[config.mk]
export PLATFORM = sky130hd
export DESIGN_NAME = fmaUnit
export DESIGN_NICKNAME = d
export VERILOG_FILES = /design/src/fmaPkg.sv /design/src/fmaUnit.sv /design/src/rounder.sv /design/src/normalizer.sv /design/src/significandAdder.sv /design/src/addendAlign.sv /design/src/boothMultiplier.sv /design/src/specialCases.sv
export SDC_FILE = /design/constraint.sdc
export NUM_CORES = 1
export LEC_CHECK = 0
export ABC_AREA = 1
export BUFFER_PORTS_ARGS = -buffer_cell sky130_fd_sc_hd__clkbuf_2
export CAP_MARGIN = 40
export CORE_MARGIN = 5
export CORE_UTILIZATION = 35
export CTS_BUF_LIST = sky130_fd_sc_hd__clkbuf_8 sky130_fd_sc_hd__clkbuf_16
export DETAILED_ROUTE_END_ITERATION = 8
export MAX_ROUTING_LAYER = met4
export PLACE_DENSITY_LB_ADDON = 0.2
export SLEW_MARGIN = 20
export SYNTH_ARGS = -nofsm -noshare
export SYNTH_HDL_FRONTEND = slang
export SYNTH_SLANG_ARGS = --single-unit
[constraint.sdc]
create_clock -name clk -period 7.26 [get_ports clk]
set_input_delay 0.363 -clock clk [delete_from_list [all_inputs] [get_ports clk]]
set_output_delay 0.363 -clock clk [all_outputs]
set_load 0.01 [all_outputs]
[src/fmaPkg.sv]
package fmaPkg;

  //////////////////////////////////////////////////////////////////////
  // Format constants
  //////////////////////////////////////////////////////////////////////

  parameter int expWidth    = 8;
  parameter int bias        = 127;
  parameter int bfFracWidth = 7;    // bfloat16 fraction
  parameter int spFracWidth = 23;   // fp32 fraction

  // Internal sum window
  // Product LSB sits at prodLsb, addend MSB slot at sumWidth-2,
  // top bit left free for the carry of an addition
  parameter int sumWidth = 56;
  parameter int prodLsb  = 12;

  parameter logic [31:0] quietNaN = 32'h7FC0_0000;

  //////////////////////////////////////////////////////////////////////
  // Field and stage types
  //////////////////////////////////////////////////////////////////////

  typedef struct packed {
    logic                   sign;
    logic [expWidth-1:0]    exp;
    logic [bfFracWidth-1:0] frac;
  } bf16T;

  typedef struct packed {
    logic                   sign;
    logic [expWidth-1:0]    exp;
    logic [spFracWidth-1:0] frac;
  } fp32T;

  typedef enum logic {
    rndZero        = 1'b0,
    rndNearestEven = 1'b1
  } roundModeE;

  typedef struct packed {
    logic isSpecial;
    fp32T word;
  } specialT;

  typedef struct packed {
    logic                  prodSign;
    logic                  effSub;
    logic [15:0]           product;
    logic [sumWidth-1:0]   addendSig;
    logic                  sticky;
    logic [expWidth+1:0]   refExp;   // Weight of window bit sumWidth-2
    roundModeE             rnd;
    specialT               special;
  } alignedT;

  typedef struct packed {
    logic                sign;
    logic [sumWidth-1:0] mag;
    logic                sticky;
    logic [expWidth+1:0] exp;
  } sumT;

endpackage
[src/fmaUnit.sv]
`timescale 1ns/10ps

module fmaUnit (
  input  logic              clk,
  input  logic              rst,
  input  logic              inValid,
  input  fmaPkg::bf16T      a,
  input  fmaPkg::bf16T      b,
  input  fmaPkg::fp32T      c,
  input  fmaPkg::roundModeE rnd,
  output logic              outValid,
  output fmaPkg::fp32T      result
);

  fmaPkg::specialT special;
  fmaPkg::alignedT stage1, s1Data;
  fmaPkg::sumT     sum;
  fmaPkg::fp32T    rounded;
  logic [7:0]      aSig, bSig;
  logic [26:0]     normSig;
  logic [fmaPkg::expWidth-1:0] normExp;
  logic            normSign;
  logic            s1Valid;

  //////////////////////////////////////////////////////////////////////
  // Stage 1: classify, multiply, align
  //////////////////////////////////////////////////////////////////////

  // Hidden one, subnormal reads as zero
  assign aSig = (a.exp == '0) ? 8'd0 : {1'b1, a.frac};
  assign bSig = (b.exp == '0) ? 8'd0 : {1'b1, b.frac};

  specialCases sc0 (.a(a), .b(b), .c(c), .special(special));

  boothMultiplier mul0 (.mx(aSig), .my(bSig), .product(stage1.product));

  addendAlign aln0 (
    .a(a), .b(b), .c(c),
    .addendSig(stage1.addendSig),
    .sticky(stage1.sticky),
    .refExp(stage1.refExp),
    .effSub(stage1.effSub),
    .prodSign(stage1.prodSign)
  );

  assign stage1.rnd     = rnd;
  assign stage1.special = special;

  always_ff @(posedge clk) begin
    s1Data <= stage1;                 // Payload only
    if (rst) begin
      s1Valid <= 1'b0;
    end else begin
      s1Valid <= inValid;
    end
  end

  //////////////////////////////////////////////////////////////////////
  // Stage 2: add, normalize, round, select
  //////////////////////////////////////////////////////////////////////

  significandAdder add0 (.stage(s1Data), .sum(sum));

  normalizer nrm0 (.sum(sum), .normSig(normSig), .normExp(normExp), .normSign(normSign));

  rounder rnd0 (
    .normSig(normSig), .normExp(normExp), .normSign(normSign),
    .rnd(s1Data.rnd), .rounded(rounded)
  );

  always_ff @(posedge clk) begin
    if (rst) begin
      outValid <= 1'b0;
      result   <= '0;
    end else begin
      outValid <= s1Valid;
      result   <= s1Data.special.isSpecial ? s1Data.special.word : rounded;
    end
  end

endmodule

[src/rounder.sv]
`timescale 1ns/10ps

module rounder (
  input  logic [26:0]                  normSig,
  input  logic [fmaPkg::expWidth-1:0]  normExp,
  input  logic                         normSign,
  input  fmaPkg::roundModeE            rnd,
  output fmaPkg::fp32T                 rounded
);

  logic [23:0]               sig;
  logic                      guardBit, roundBit, stickyBit;
  logic                      inc;
  logic [24:0]               sigInc;
  logic [23:0]               sigFinal;
  logic [fmaPkg::expWidth-1:0] expFinal;

  assign sig       = normSig[26:3];
  assign guardBit  = normSig[2];
  assign roundBit  = normSig[1];
  assign stickyBit = normSig[0];

  // Ties go to the even significand
  always_comb begin
    case (rnd)
      fmaPkg::rndNearestEven: inc = guardBit & (roundBit | stickyBit | sig[0]);
      default:                inc = 1'b0;   // Truncate
    endcase
  end

  assign sigInc = {1'b0, sig} + 25'(inc);

  // Carry out of the significand, shift back one place
  assign sigFinal = sigInc[24] ? sigInc[24:1] : sigInc[23:0];
  assign expFinal = sigInc[24] ? (normExp + 1'b1) : normExp;

  always_comb begin
    rounded.sign = normSign;
    rounded.exp  = expFinal;
    rounded.frac = sigFinal[22:0];   // Hidden one dropped
  end

endmodule

[src/normalizer.sv]
`timescale 1ns/10ps

module normalizer (
  input  fmaPkg::sumT                  sum,
  output logic [26:0]                  normSig,
  output logic [fmaPkg::expWidth-1:0]  normExp,
  output logic                         normSign
);

  localparam int sw = fmaPkg::sumWidth;

  logic [5:0]                  lzc;
  logic [sw-1:0]               shifted;
  logic [fmaPkg::expWidth+1:0] expFull;
  logic                        isZero;

  // Exact leading-zero count, highest set bit wins
  always_comb begin
    lzc = '0;
    for (int i = 0; i < sw; i++) begin
      if (sum.mag[i]) begin
        lzc = 6'(sw - 1 - i);
      end
    end
  end

  assign isZero  = (sum.mag == '0);
  assign shifted = sum.mag << lzc;

  //////////////////////////////////////////////////////////////////////
  // 24 significand bits, guard, round, sticky
  //////////////////////////////////////////////////////////////////////

  assign normSig = {shifted[sw-1 -: 26], (|shifted[sw-27:0]) | sum.sticky};

  // Slot sw-2 carries refExp, leading one now at sw-1
  assign expFull  = sum.exp + (fmaPkg::expWidth + 2)'(1) - {4'b0000, lzc};
  assign normExp  = isZero ? '0 : expFull[fmaPkg::expWidth-1:0];
  assign normSign = sum.sign;

endmodule

[src/significandAdder.sv]
`timescale 1ns/10ps

module significandAdder (
  input  fmaPkg::alignedT stage,
  output fmaPkg::sumT     sum
);

  localparam int sw = fmaPkg::sumWidth;

  logic [sw-1:0] prodWin;
  logic [sw+1:0] opA, opB, raw, magExt;
  logic          isNeg, isZero;

  // Product at its fixed place in the window
  assign prodWin = {{(sw - 16 - fmaPkg::prodLsb){1'b0}}, stage.product,
                    {fmaPkg::prodLsb{1'b0}}};

  // Extra LSB carries sticky so it borrows in a subtraction
  assign opA = {1'b0, prodWin, 1'b0};
  assign opB = {1'b0, stage.addendSig, stage.sticky};

  assign raw    = stage.effSub ? (opA - opB) : (opA + opB);
  assign isNeg  = stage.effSub & raw[sw+1];  // Addend was the larger term
  assign magExt = isNeg ? (~raw + 1'b1) : raw;
  assign isZero = (magExt == '0);

  always_comb begin
    sum.mag    = magExt[sw:1];
    sum.sticky = magExt[0];
    sum.exp    = stage.refExp;
    sum.sign   = isZero ? 1'b0 : (stage.prodSign ^ isNeg); // Exact zero is +0
  end

endmodule

[src/addendAlign.sv]
`timescale 1ns/10ps

module addendAlign (
  input  fmaPkg::bf16T                 a,
  input  fmaPkg::bf16T                 b,
  input  fmaPkg::fp32T                 c,
  output logic [fmaPkg::sumWidth-1:0]  addendSig,
  output logic                         sticky,
  output logic [fmaPkg::expWidth+1:0]  refExp,
  output logic                         effSub,
  output logic                         prodSign
);

  localparam int sw = fmaPkg::sumWidth;
  // Distance from the product's unit bit to the addend MSB slot
  localparam int topOffset = sw - 2 - (fmaPkg::prodLsb + 14);
  localparam int maxShift  = 80;       // Whole addend gone past this

  logic signed [fmaPkg::expWidth+1:0] prodExp, topExp, cExp, refExpS, shift;
  logic [23:0]     cSig;
  logic [sw-1:0]   cWin;
  logic [2*sw-1:0] shifted;
  logic [6:0]      shiftAmt;

  assign prodSign = a.sign ^ b.sign;
  assign effSub   = prodSign ^ c.sign;

  // Biased product exponent, may leave 0..255 before the final pack
  assign prodExp = $signed({2'b00, a.exp}) + $signed({2'b00, b.exp})
                 - (fmaPkg::expWidth + 2)'(fmaPkg::bias);
  assign topExp  = prodExp + (fmaPkg::expWidth + 2)'(topOffset);
  assign cExp    = $signed({2'b00, c.exp});

  // Window follows the larger of the product and the addend
  assign refExpS = (topExp > cExp) ? topExp : cExp;
  assign refExp  = refExpS;
  assign shift   = refExpS - cExp;    // Never negative
  assign shiftAmt = (shift > maxShift) ? 7'(maxShift) : shift[6:0];

  // Subnormal addend is zero
  assign cSig = (c.exp == '0) ? 24'd0 : {1'b1, c.frac};
  assign cWin = {1'b0, cSig, {(sw - 25){1'b0}}};   // MSB in slot sw-2

  //////////////////////////////////////////////////////////////////////
  // Right shift, spill collects into sticky
  //////////////////////////////////////////////////////////////////////

  assign shifted   = {cWin, {sw{1'b0}}} >> shiftAmt;
  assign addendSig = shifted[2*sw-1:sw];
  assign sticky    = |shifted[sw-1:0];

endmodule

[src/boothMultiplier.sv]
`timescale 1ns/10ps

module boothMultiplier (
  input  logic [7:0]  mx,
  input  logic [7:0]  my,
  output logic [15:0] product
);

  localparam int groups = 5;
  localparam int rowW   = 18;

  // Constant part of the sign-extension trick, with the negate bits
  localparam logic [rowW-1:0] signCorr = 18'h1_5600;

  logic [9:0]      mxExt;
  logic [9:0]      myExt;
  logic [2:0]      digit [groups];
  logic [groups-1:0] single, double, neg;
  logic [8:0]      epp [groups];
  logic [rowW-1:0] rows [groups+1];
  logic [rowW-1:0] accSum, accCarry, finalSum;

  assign mxExt = {1'b0, mx, 1'b0};    // Zero below LSB and above MSB
  assign myExt = {1'b0, my, 1'b0};    // Same padding for the shifted multiple

  //////////////////////////////////////////////////////////////////////
  // Radix-4 recoding and multiple select
  //////////////////////////////////////////////////////////////////////

  always_comb begin
    for (int j = 0; j < groups; j++) begin
      if (j == groups - 1) begin
        digit[j] = {2'b00, mxExt[2*j]};
      end else begin
        digit[j] = mxExt[2*j +: 3];
      end
      single[j] = digit[j][0] ^ digit[j][1];
      double[j] = (digit[j] == 3'b100) || (digit[j] == 3'b011);
      neg[j]    = digit[j][2];
      for (int k = 0; k < 9; k++) begin
        epp[j][k] = neg[j] ^ ((single[j] & myExt[k+1]) | (double[j] & myExt[k]));
      end
    end
  end

  // Rows with inverted sign bit, then one row of negate bits and correction
  always_comb begin
    for (int j = 0; j < groups; j++) begin
      rows[j] = rowW'({~neg[j], epp[j]}) << (2 * j);
    end
    rows[groups] = signCorr;
    for (int j = 0; j < groups; j++) begin
      rows[groups][2*j] = neg[j];
    end
  end

  //////////////////////////////////////////////////////////////////////
  // Carry-save reduction
  //////////////////////////////////////////////////////////////////////

  always_comb begin
    logic [rowW-1:0] maj;
    accSum   = rows[0];
    accCarry = rows[1];
    for (int r = 2; r <= groups; r++) begin
      maj      = (accSum & accCarry) | (accSum & rows[r]) | (accCarry & rows[r]);
      accSum   = accSum ^ accCarry ^ rows[r];
      accCarry = maj << 1;
    end
  end

  assign finalSum = accSum + accCarry;   // Wraps modulo 2^18
  assign product  = finalSum[15:0];

endmodule

[src/specialCases.sv]
`timescale 1ns/10ps

module specialCases (
  input  fmaPkg::bf16T    a,
  input  fmaPkg::bf16T    b,
  input  fmaPkg::fp32T    c,
  output fmaPkg::specialT special
);

  logic aNaN, bNaN, cNaN;
  logic aInf, bInf, cInf;
  logic aZero, bZero, cZero;
  logic prodSign, prodInf, prodZero, setNaN;

  // Exponent all ones splits into NaN and infinity by the fraction
  assign aNaN = (a.exp == '1) && (a.frac != '0);
  assign bNaN = (b.exp == '1) && (b.frac != '0);
  assign cNaN = (c.exp == '1) && (c.frac != '0);
  assign aInf = (a.exp == '1) && (a.frac == '0);
  assign bInf = (b.exp == '1) && (b.frac == '0);
  assign cInf = (c.exp == '1) && (c.frac == '0);

  // Subnormals count as zero
  assign aZero = (a.exp == '0);
  assign bZero = (b.exp == '0);
  assign cZero = (c.exp == '0);

  assign prodSign = a.sign ^ b.sign;
  assign prodInf  = aInf | bInf;
  assign prodZero = aZero | bZero;

  assign setNaN = aNaN | bNaN | cNaN
                | (aInf & bZero) | (bInf & aZero)      // Inf times zero
                | (prodInf & cInf & (prodSign != c.sign));

  always_comb begin
    special.isSpecial = 1'b1;
    special.word      = c;
    if (setNaN) begin
      special.word = fmaPkg::quietNaN;
    end else if (prodInf) begin
      special.word = {prodSign, {fmaPkg::expWidth{1'b1}}, {fmaPkg::spFracWidth{1'b0}}};
    end else if (cInf) begin
      special.word = c;                                // Already the signed infinity
    end else if (prodZero) begin
      if (cZero) begin
        // -0 only when both terms are negative zero
        special.word = {prodSign & c.sign, 31'b0};
      end else begin
        special.word = c;
      end
    end else begin
      special.isSpecial = 1'b0;
    end
  end

endmodule

# Yosys cells after proc, flatten, opt, wreduce, memory -nomap -nowiden
# Cells that the tools add are included.
# op_classes
addsub	12
order_cmp	2
eq_ne	11
n_shift	2
mux	74
n_bitwise	192
reduce_logical	24
# ops
cell	count
$mux W6	56
$mux W32	5
$mux W58	2
$shr A111 B7 Y112	1
$and A15 B15 Y15	7
$or A15 B15 Y15	6
$and A1 B1 Y1	79
$add A29 B57 Y58	1
$add A58 B1 Y58 const B	1
$logic_not A58 Y1	1
$not A58 Y58	1
$sub A29 B57 Y58	1
$logic_not A56 Y1	1
$reduce_or A56 Y1	1
$shl A56 B6 Y56	1
$xor A16 B16 Y16	3
$xor A1 B1 Y1	42
$or A1 B1 Y1	38
$mux W8	4
$and A14 B15 Y15	2
$reduce_or A30 Y1	1
$add A24 B1 Y25	1
$eq A8 B8 Y1 const B	3
$logic_not A8 Y1	3
37 further kinds	56
# word_totals
regBits	151
input_bits	68
output_inout_bits	33
wordCells	334

# Depth between registers and ports, before layout
# Gate-level depths: netlist of the first run.
# logic_depth
word_depth	71
ltp_mapped	93
mapped_depth_nobuf	91

# By module
# A second synthesis of the first run with hierarchy kept.
# hier_totals
cells_unflattened	4859
hier_area_um2	26118.8
# by_module_without_submodules
module	instances	cells_per_inst	area_each_um2
significandAdder	1	1835	8511.9
addendAlign	1	1033	4968.5
normalizer	1	960	4500.6
fmaUnit	1	309	3853.7
boothMultiplier	1	353	2441.1
rounder	1	183	1002.2
specialCases	1	186	840.8

# Worst setup path after synthesis of the first run
# Ideal clock, no wire load.
# synth_timing
path_type	input to register
start	input a[7] (netlist bit)
end	register s1Data[44] (netlist bit)
arrival_time_ns	7.059
t_required_ns	7.144
setup_slack_ns	0.085
stages	45
path_buffers	1
path_cell_list	ha_1 -> fa_1 -> a21oi_1 -> o21bai_1 -> nand2_1 -> a21oi_1 -> nor2_1 -> xor2_1 -> nand3b_1 -> xor2_1 -> ha_1 -> nand2_1 -> a31oi_1 -> a211oi_1 -> o21ai_0 -> nand2_1 -> o21ai_0 -> inv_1 -> [9 not listed] -> nand2_1 -> clkinv_1 -> nor2_1 -> inv_1 -> clkbuf_1 -> o22ai_1 -> nand2_1 -> o21ai_0 -> nand2_1 -> o21ai_0 -> nand2_1 -> nand2_1 -> o21ai_0 -> nand4_1 -> o41ai_1 -> nand3_1 -> a32oi_1 -> inv_1
# synth_via
elab_chain_len	10
# synth_lines
item	line	source
start: declaration	fmaUnit.sv:7	input fmaPkg::bf16T a,
$add A8 B8 Y9 (*)	addendAlign.sv:29	assign prodExp = $signed({2'b00, a.exp}) + $signed({2'b00, b.exp})
$sub A10 B8 Y10 (*)	addendAlign.sv:30	- (fmaPkg::expWidth + 2)'(fmaPkg::bias);
$add A10 B6 Y10 (*)	addendAlign.sv:31	assign topExp = prodExp + (fmaPkg::expWidth + 2)'(topOffset);
$gt A10 B9 Y1	addendAlign.sv:35	assign refExpS = (topExp > cExp) ? topExp : cExp;
$mux W10 (*)	addendAlign.sv:35	
net aln0.refExp (one bit)	addendAlign.sv:9	output logic [fmaPkg::expWidth+1:0] refExp,
$sub A10 B9 Y10 (*)	addendAlign.sv:37	assign shift = refExpS - cExp;
$gt A10 B8 Y1	addendAlign.sv:38	assign shiftAmt = (shift > maxShift) ? 7'(maxShift) : shift[6:0];
$mux W7 (*)	addendAlign.sv:38	
$shr A111 B7 Y112 (*)	addendAlign.sv:48	assign shifted = {cWin, {sw{1'b0}}} >> shiftAmt;
$reduce_or A56 Y1 (*)	addendAlign.sv:50	assign sticky = |shifted[sw-1:0];
net aln0.sticky	addendAlign.sv:8	output logic sticky,
end signal: assignment	fmaUnit.sv:50	s1Data <= stage1;
end: declaration	fmaUnit.sv:16	fmaPkg::alignedT stage1, s1Data;
# Mark *: on every way through the listed nets, which the timed path passes. The rest lies on a longest branch.
# A chain may end at the register's enable or synchronous reset.

# Worst setup path after layout of the first run
# layout_timing
start	register s1Data[45] (netlist bit)
end	register result[30] (netlist bit)
# layout_via
elab_chain_len	71
elab_cells_between_ends	77
classes_between	6 x add/sub; 1 x shift; 62 x mux; 6 x bitwise; 2 x reduce/logical
# layout_lines
item	line	source
$add A29 B57 Y58 / $sub A29 B57 Y58 (equally long branches)	significandAdder.sv:22	assign raw = stage.effSub ? (opA - opB) : (opA + opB);
$mux W58 (*)	significandAdder.sv:22	
$not A58 Y58	significandAdder.sv:24	assign magExt = isNeg ? (~raw + 1'b1) : raw;
$add A58 B1 Y58	significandAdder.sv:24	
$mux W58 (*)	significandAdder.sv:24	
$mux W6 (56 in a row)	normalizer.sv:21	if (sum.mag[i]) begin
$shl A56 B6 Y56	normalizer.sv:28	assign shifted = sum.mag << lzc;
$reduce_or A30 Y1	normalizer.sv:34	assign normSig = {shifted[sw-1 -: 26], (|shifted[sw-27:0]) | sum.sticky};
$or A1 B1 Y1	normalizer.sv:34	
$or A1 B1 Y1 (2 in a row)	rounder.sv:26	fmaPkg::rndNearestEven: inc = guardBit & (roundBit | stickyBit | sig[0]);
$and A1 B1 Y1	rounder.sv:26	
$mux W1	rounder.sv:25	case (rnd)
$add A24 B1 Y25	rounder.sv:31	assign sigInc = {1'b0, sig} + 25'(inc);
$mux W8 (*)	rounder.sv:35	assign expFinal = sigInc[24] ? (normExp + 1'b1) : normExp;
$mux W32 (*)	fmaUnit.sv:77	result <= s1Data.special.isSpecial ? s1Data.special.word : rounded;
end signal: assignment	fmaUnit.sv:77	
end: declaration	fmaUnit.sv:12	output fmaPkg::fp32T result
# Every way passes the cells marked *; elsewhere a longest branch is shown, timed or not.

==> run metrics, run 1 <==
status complete, but fails checks; violated checks setup timing; reg-to-reg critical path endpoint result[30]; Longest Clk Path Bufs 2; CP max stage delay 0.33 ns; wire length reported by the detailed router 81900 um; crit start category register; detailed-placement wirelength estimate 66100 um; summed instance area of the synthesized netlist around 20000 um2; library cell contributing the largest single delay on the critical path dfxtp_2; end-of-flow core utilization a little under three fifths; Layout fillers about 5.6k; final number of max-transition violations 0; clock buffers created by TritonCTS 17; worst slew margin relative to its limit around half; Final setup violation count 31; Die Ht 249 um; beginning of the worst register-to-register path s1Data[45]; width of the chip 249 um; maximum number of pins on one net before global-route repair 61; number of cells on the worst reg-to-reg path 60; maximum clock skew at final layout between 0.02 and 0.03 ns; Reg2Reg Setup Slack -0.60 ns; final critical path time including I/O delays and setup 7.86 ns; # IOs 101; pin slew with the least headroom to its limit 0.739 ns; post-synth cell types between 60 and 70; CTS tree done; clock latency on the worst-skew pair 0.44 ns; number of antenna violations at the first check in global routing 0; nets in the synthesized netlist 3680; CP Capture Point result[30]; maximum net fanout on the critical path 6; first-pass iteration count of the detailed router 5; Final nets 4623; 1st-iter DRT viols 1819; Crit Path Class register to register; Peak Freq 0.127 GHz; antenna violation net count after detailed routing 0; Setup crit end kind register; max-cap viol count 0; Routability Congestion just under 1; Arrival @ worst endpoint 8.20 ns; global-route wire length before repair 126000 um; number of synthesized register bits 150; via count of the first global-routing pass roughly 24k; share of final-layout standard cells stronger than drive strength 1 between 30% and 40%; clock-pin slew on the worst setup and hold paths ~0.080 ns; library cell used as clock root buffer clkbuf_16; area taken by flip-flops and latches 3020 um2; Crit path required time 7.60 ns; antenna cells 0; post-synthesis cell count 3470; Placement Rows 87; prevailing post-synth register cell dfxtp_1; Global Route Usage Sum 25.1%; port bufs 100; multi-input logic area 17200 um2; H-tree depth 4; crit path launch s1Data[45]; standard cell core area 56500 um2; DRC violations left 0; wire length per cell after detailed routing 15.8 um; effective utilization at floorplan 35.4%; warnings from Yosys 0; floorplan die area between 60000 and 70000 um2; Worst Min Path Start rnd; final setup slack of the worst path -0.604 ns; Layout area overhead 59.2%; routed via count divided by cell count 4.97; Seq/Total Area, Yosys approximately 15%; part of the cycle the worst path needs 108%; overall overflow remaining after global route 0; final hold violations 0; hold buffers post-CTS 0; CTS Sinks 150; most frequent cell on the critical path nor2_4; Synth Area per Inst 5.77 um2; total via count after detailed routing about 26k; number of flops mapped to enable cells by yosys 0; FFs w/ async S/R, synth 0%; class of the tightest hold or removal check input port to register; unrepaired setup endpoints after global routing yes
==> layout by cell type (no fill, tap or decap), types with 44 or more instances in the layout <==
cell	netlist	layout
a21oi_1	98	80
buf_4	6	891
buf_6	9	44
clkbuf_2	0	98
dfxtp_1	150	141
ha_1	117	99
inv_1	446	433
nand2_1	928	791
nand2_2	3	116
nand3_1	423	290
nand3_2	2	110
nand4_1	74	74
nor2_1	342	312
nor3_1	69	56
o21ai_0	187	124
o21ai_1	23	66
xor2_1	152	125
==> synth_stat cells (41+ instances only) <==
cell type	instances	area [um2]
nor2_1	342	1280
o21ai_0	187	936
ha_1	117	1460
nor3_1	69	345
a21oi_1	98	490
inv_1	446	1670
dfxtp_1	150	3000
nand3_1	423	2120
nand2_1	928	3480
o22ai_1	41	257
clkbuf_1	77	289
xor2_1	152	1330
nand4_1	74	463
==> critical path: cells and delay by family (launching register included) <==
kind                       cells  cell delay (ns)
adders and majority gates      3             0.51
xor gates and xnor gates       2             0.36
DFF                            1             0.33
buffers and inverters         14             1.59
and+or+nand+nor               39             4.69
AOI/OAI and AO/OA              2             0.28
==> flip-flops by register name (all words and copies together), names as in the netlist <==
signal / flops
s1Data: 116
result: 32
outValid: 1
s1Valid: 1
==> kinds of logic after synthesis <==
logic type	share of synthesized area, %
mux	0.200
xor+xnor	8.17
fa+ha+maj	9.82
buf+inv	12.3
flops	15.0
compound gates	12.6
simple gates	42.0
==> stage by stage <==
step	TNS (ns)	hold slack, ns	area (um2)	cells	worst slack, ns
floorplan	0	0.388	20000	3470	0.0852
global placement	-53.67	0.392	27100	5008	-1.49
detailed placement	-45.69	0.401	27100	5008	-1.21
CTS	-11.17	0.0288	29200	5107	-0.446
global route	-36.46	0.0270	31800	5182	-1.26
finish	-16.73	0.0424	31800	5182	-0.604
==> repair_timing <==
item                                    4_1_cts  5_1_grt
buffers inserted                             62       74
pin swaps                                    87      228
resized for setup                           255      474
gates cloned                                  6        8
endpoints found under the setup margin       34       79
==> final cells by class <==
type                    instances  share of cell area [%]
multi-input cells            2701                    54.0
repair buffers               1061                    25.9
repair inverters                2                  0.0432
inverters                     480                    5.81
clock inverters                14                   0.420
well taps                     756                    2.97
flip-flops and latches        150                    9.48
clock buffers                  18                    1.38
==> routing by layer <==
metal,part of all wire [%],GRT usage (%)
met5,0,-
met4,3.7,8.26
met3,3.4,1.37
met2,47,40.9
met1,46,33.6
==> worst min path at each step <==
stage / to / slack (ns) / depth (start not counted)
finish: s1Data[33] / 0.04 / 1
detailed placement: outValid / 0.40 / 2
floorplan: outValid / 0.39 / 2
CTS: s1Data[33] / 0.03 / 1
global route: s1Data[33] / 0.03 / 1
global placement: outValid / 0.39 / 2
Power of run 1 is left out: the tool's default activity adds up to more than one toggle a clock period on the data nets, which glitch-free logic cannot reach.
==> inputs of run 2 (changes only) <==
--- a/config.mk
+++ b/config.mk
@@ -14,6 +14,7 @@
 export DETAILED_ROUTE_END_ITERATION = 8
 export MAX_ROUTING_LAYER = met4
 export PLACE_DENSITY_LB_ADDON = 0.2
+export REMOVE_ABC_BUFFERS = 1
 export SLEW_MARGIN = 20
 export SYNTH_ARGS = -nofsm -noshare
 export SYNTH_HDL_FRONTEND = slang
==> run metrics, run 2 (same netlist as run 1, synthesis figures left out) <==
status complete, but fails checks; violated checks setup timing; detailed-placement wirelength estimate 65200 um (-1.3%); clock buffers created by TritonCTS 17 (unchanged); final critical path time including I/O delays and setup 7.83 ns (-0.0345 ns); class of the tightest hold or removal check input port to register; most frequent cell on the critical path nand2_1; Layout area overhead 56.0%; 1st-iter DRT viols 2019 (+11%); first-pass iteration count of the detailed router 6 (+1); number of buffer and inverter instances along the worst setup path 16 (+2); Die Ht 249 um (unchanged); commonest non-fill, non-tap cells in the layout 842 x buf_4, 797 x nand2_1, 434 x inv_1; Placement Rows 87 (unchanged); antenna violation net count after detailed routing 0 (unchanged); Routability Congestion 0.984 (-1.0%); antenna cells 0 (unchanged); final number of max-transition violations 0 (unchanged); H-tree depth 4 (unchanged); wire length reported by the detailed router 81400 um (-0.53%); Worst Min Path Start rnd; routed via count divided by cell count 5.00 (+0.65%); final hold violations 0 (unchanged); flip-flop count of the largest register, all copies and words added 116 (unchanged); CTS tree done; most frequent standard cell in the layout excluding fill and tap cells buf_4; final cell count without fillers 5120 (-1.2%); clock latency on the worst-skew pair 0.44 ns (about the same); Global Route Usage Sum 25.0% (-0.14 points); crit start category register; number of instances in the placed design 4987 (-0.42%); library cell used as clock root buffer clkbuf_16; Final setup violation count 31 (unchanged); width of the chip 249 um (unchanged); DRC violations left 0 (unchanged); global-route layer with the greatest usage met2; Peak Freq 0.128 GHz (+0.44%); overall overflow remaining after global route 0 (unchanged); Reg2Reg Setup Slack -0.57 ns (+0.03 ns); gate family responsible for the most delay along the worst path simple AND/OR/NAND/NOR gates; Setup crit end kind register; share of final-layout standard cells stronger than drive strength 1 35.9% (-1.1 points); # IOs 101 (unchanged); crit path launch s1Data[59]; Biggest register s1Data; unrepaired setup endpoints after global routing yes; total via count after detailed routing 25.6k (-0.56%); number of cells on the critical path 67 (+12%); beginning of the worst register-to-register path s1Data[59]; maximum number of pins on one net before global-route repair 62 (+1.6%); port bufs 100 (unchanged); CTS Sinks 150 (unchanged); registers with the most flip-flops s1Data x116, result x32; post-place setup slack -1.07 ns (+0.143 ns); worst hold path endpoint s1Data[33]; library cell contributing the largest single delay on the critical path dfxtp_2; CP max stage delay 0.34 ns (about the same); Final nets 4561 (-1.3%); clock-pin slew on the worst setup and hold paths 0.08 ns (about the same); Crit path required time 7.60 ns (about the same); met1 track demand over resource in global routing 32.5% (-1.1 points); maximum net fanout on the critical path 9 (+3); global routing usage on met3 2.46% (+1.1 points); worst slew margin relative to its limit 40.2% (-9.2 points); final setup slack of the worst path -0.570 ns (+0.0345 ns); wire length per cell after detailed routing 15.9 um (+0.67%); number of cells on the worst hold path 1 (unchanged); part of the cycle the worst path needs 108% (-0.47 points); number of cells on the worst reg-to-reg path 67 (+12%); effective utilization at floorplan 35.4% (unchanged); reg-to-reg critical path endpoint result[20]; maximum clock skew at final layout 0.0209 ns (-0.00467 ns); Crit Path Class register to register; Arrival @ worst endpoint 8.17 ns (-0.03 ns); standard cell core area 56500 um2 (unchanged); Longest Clk Path Bufs 2 (unchanged); met2 Use GR 41.6% (+0.69 points); number of antenna violations at the first check in global routing 0 (unchanged); floorplan die area 62000 um2 (unchanged); max-cap viol count 0 (unchanged); pin slew with the least headroom to its limit 0.897 ns (+0.159 ns); via count of the first global-routing pass 24.2k (+0.46%); global-route wire length before repair 126000 um (-0.57%)
[run 2: cell count changes in the layout (fill, tap and decap cells not counted), sizes merged]
| cell | before | now |
|---|---|---|
| clkbuf | 122 | 120 |
| inv | 476 | 473 |
| buf | 957 | 896 |
| bufinv | 1 | 2 |
| bufbuf | 0 | 2 |
| clkinvlp | 2 | 3 |
[run 2: metrics by stage]
step                      cell area, um2  hold WS [ns]  util (%)  TNS (ns)
after floorplan                    19400         0.388         -   -123.80
after global placement             27100         0.389      47.9    -48.41
after detailed placement           27100         0.401      47.9    -47.68
after CTS                          29200        0.0147      51.6    -10.38
after global routing               31200        0.0110      55.2    -37.82
final                              31200        0.0407      55.2    -14.97
[run 2: layout make-up]
type                       instances  area [um2]
clock buffer                      18         439
clock inverter                    14         170
fill                            5658       25300
inverter                         480        1820
multi-input combinational       2701       16900
sequential                       150        3020
tap                              756         946
timing repair buffer            1000        7870
timing repair inverter             1        7.51
[run 2: metal layers]
| layer | share of wire (%) | wire length, um |
|---|---|---|
| met4 | 2.7 | 2200 |
| met2 | 48 | 38900 |
| met1 | 45 | 36500 |
| met5 | 0 | 0 |
| met3 | 4.6 | 3750 |
[run 2: worst max-delay path by stage]
stage,end,slack [ns]
after floorplan,result[0],-4.13
after global placement,result[2],-1.13
after detailed placement,result[2],-1.07
after CTS,result[26],-0.39
after global routing,result[20],-1.32
final,result[20],-0.57
[run 2: what timing repair did]
| action | in CTS | in global routing |
|---|---|---|
| setup buffers | 42 | 53 |
| pin swaps | 65 | 158 |
| cloned | 4 | 5 |
| resized for setup | 251 | 424 |
| hold buffers | 0 | 0 |
| endpoints found under the setup margin | 46 | 76 |
Power of run 2 is left out for the same reason.
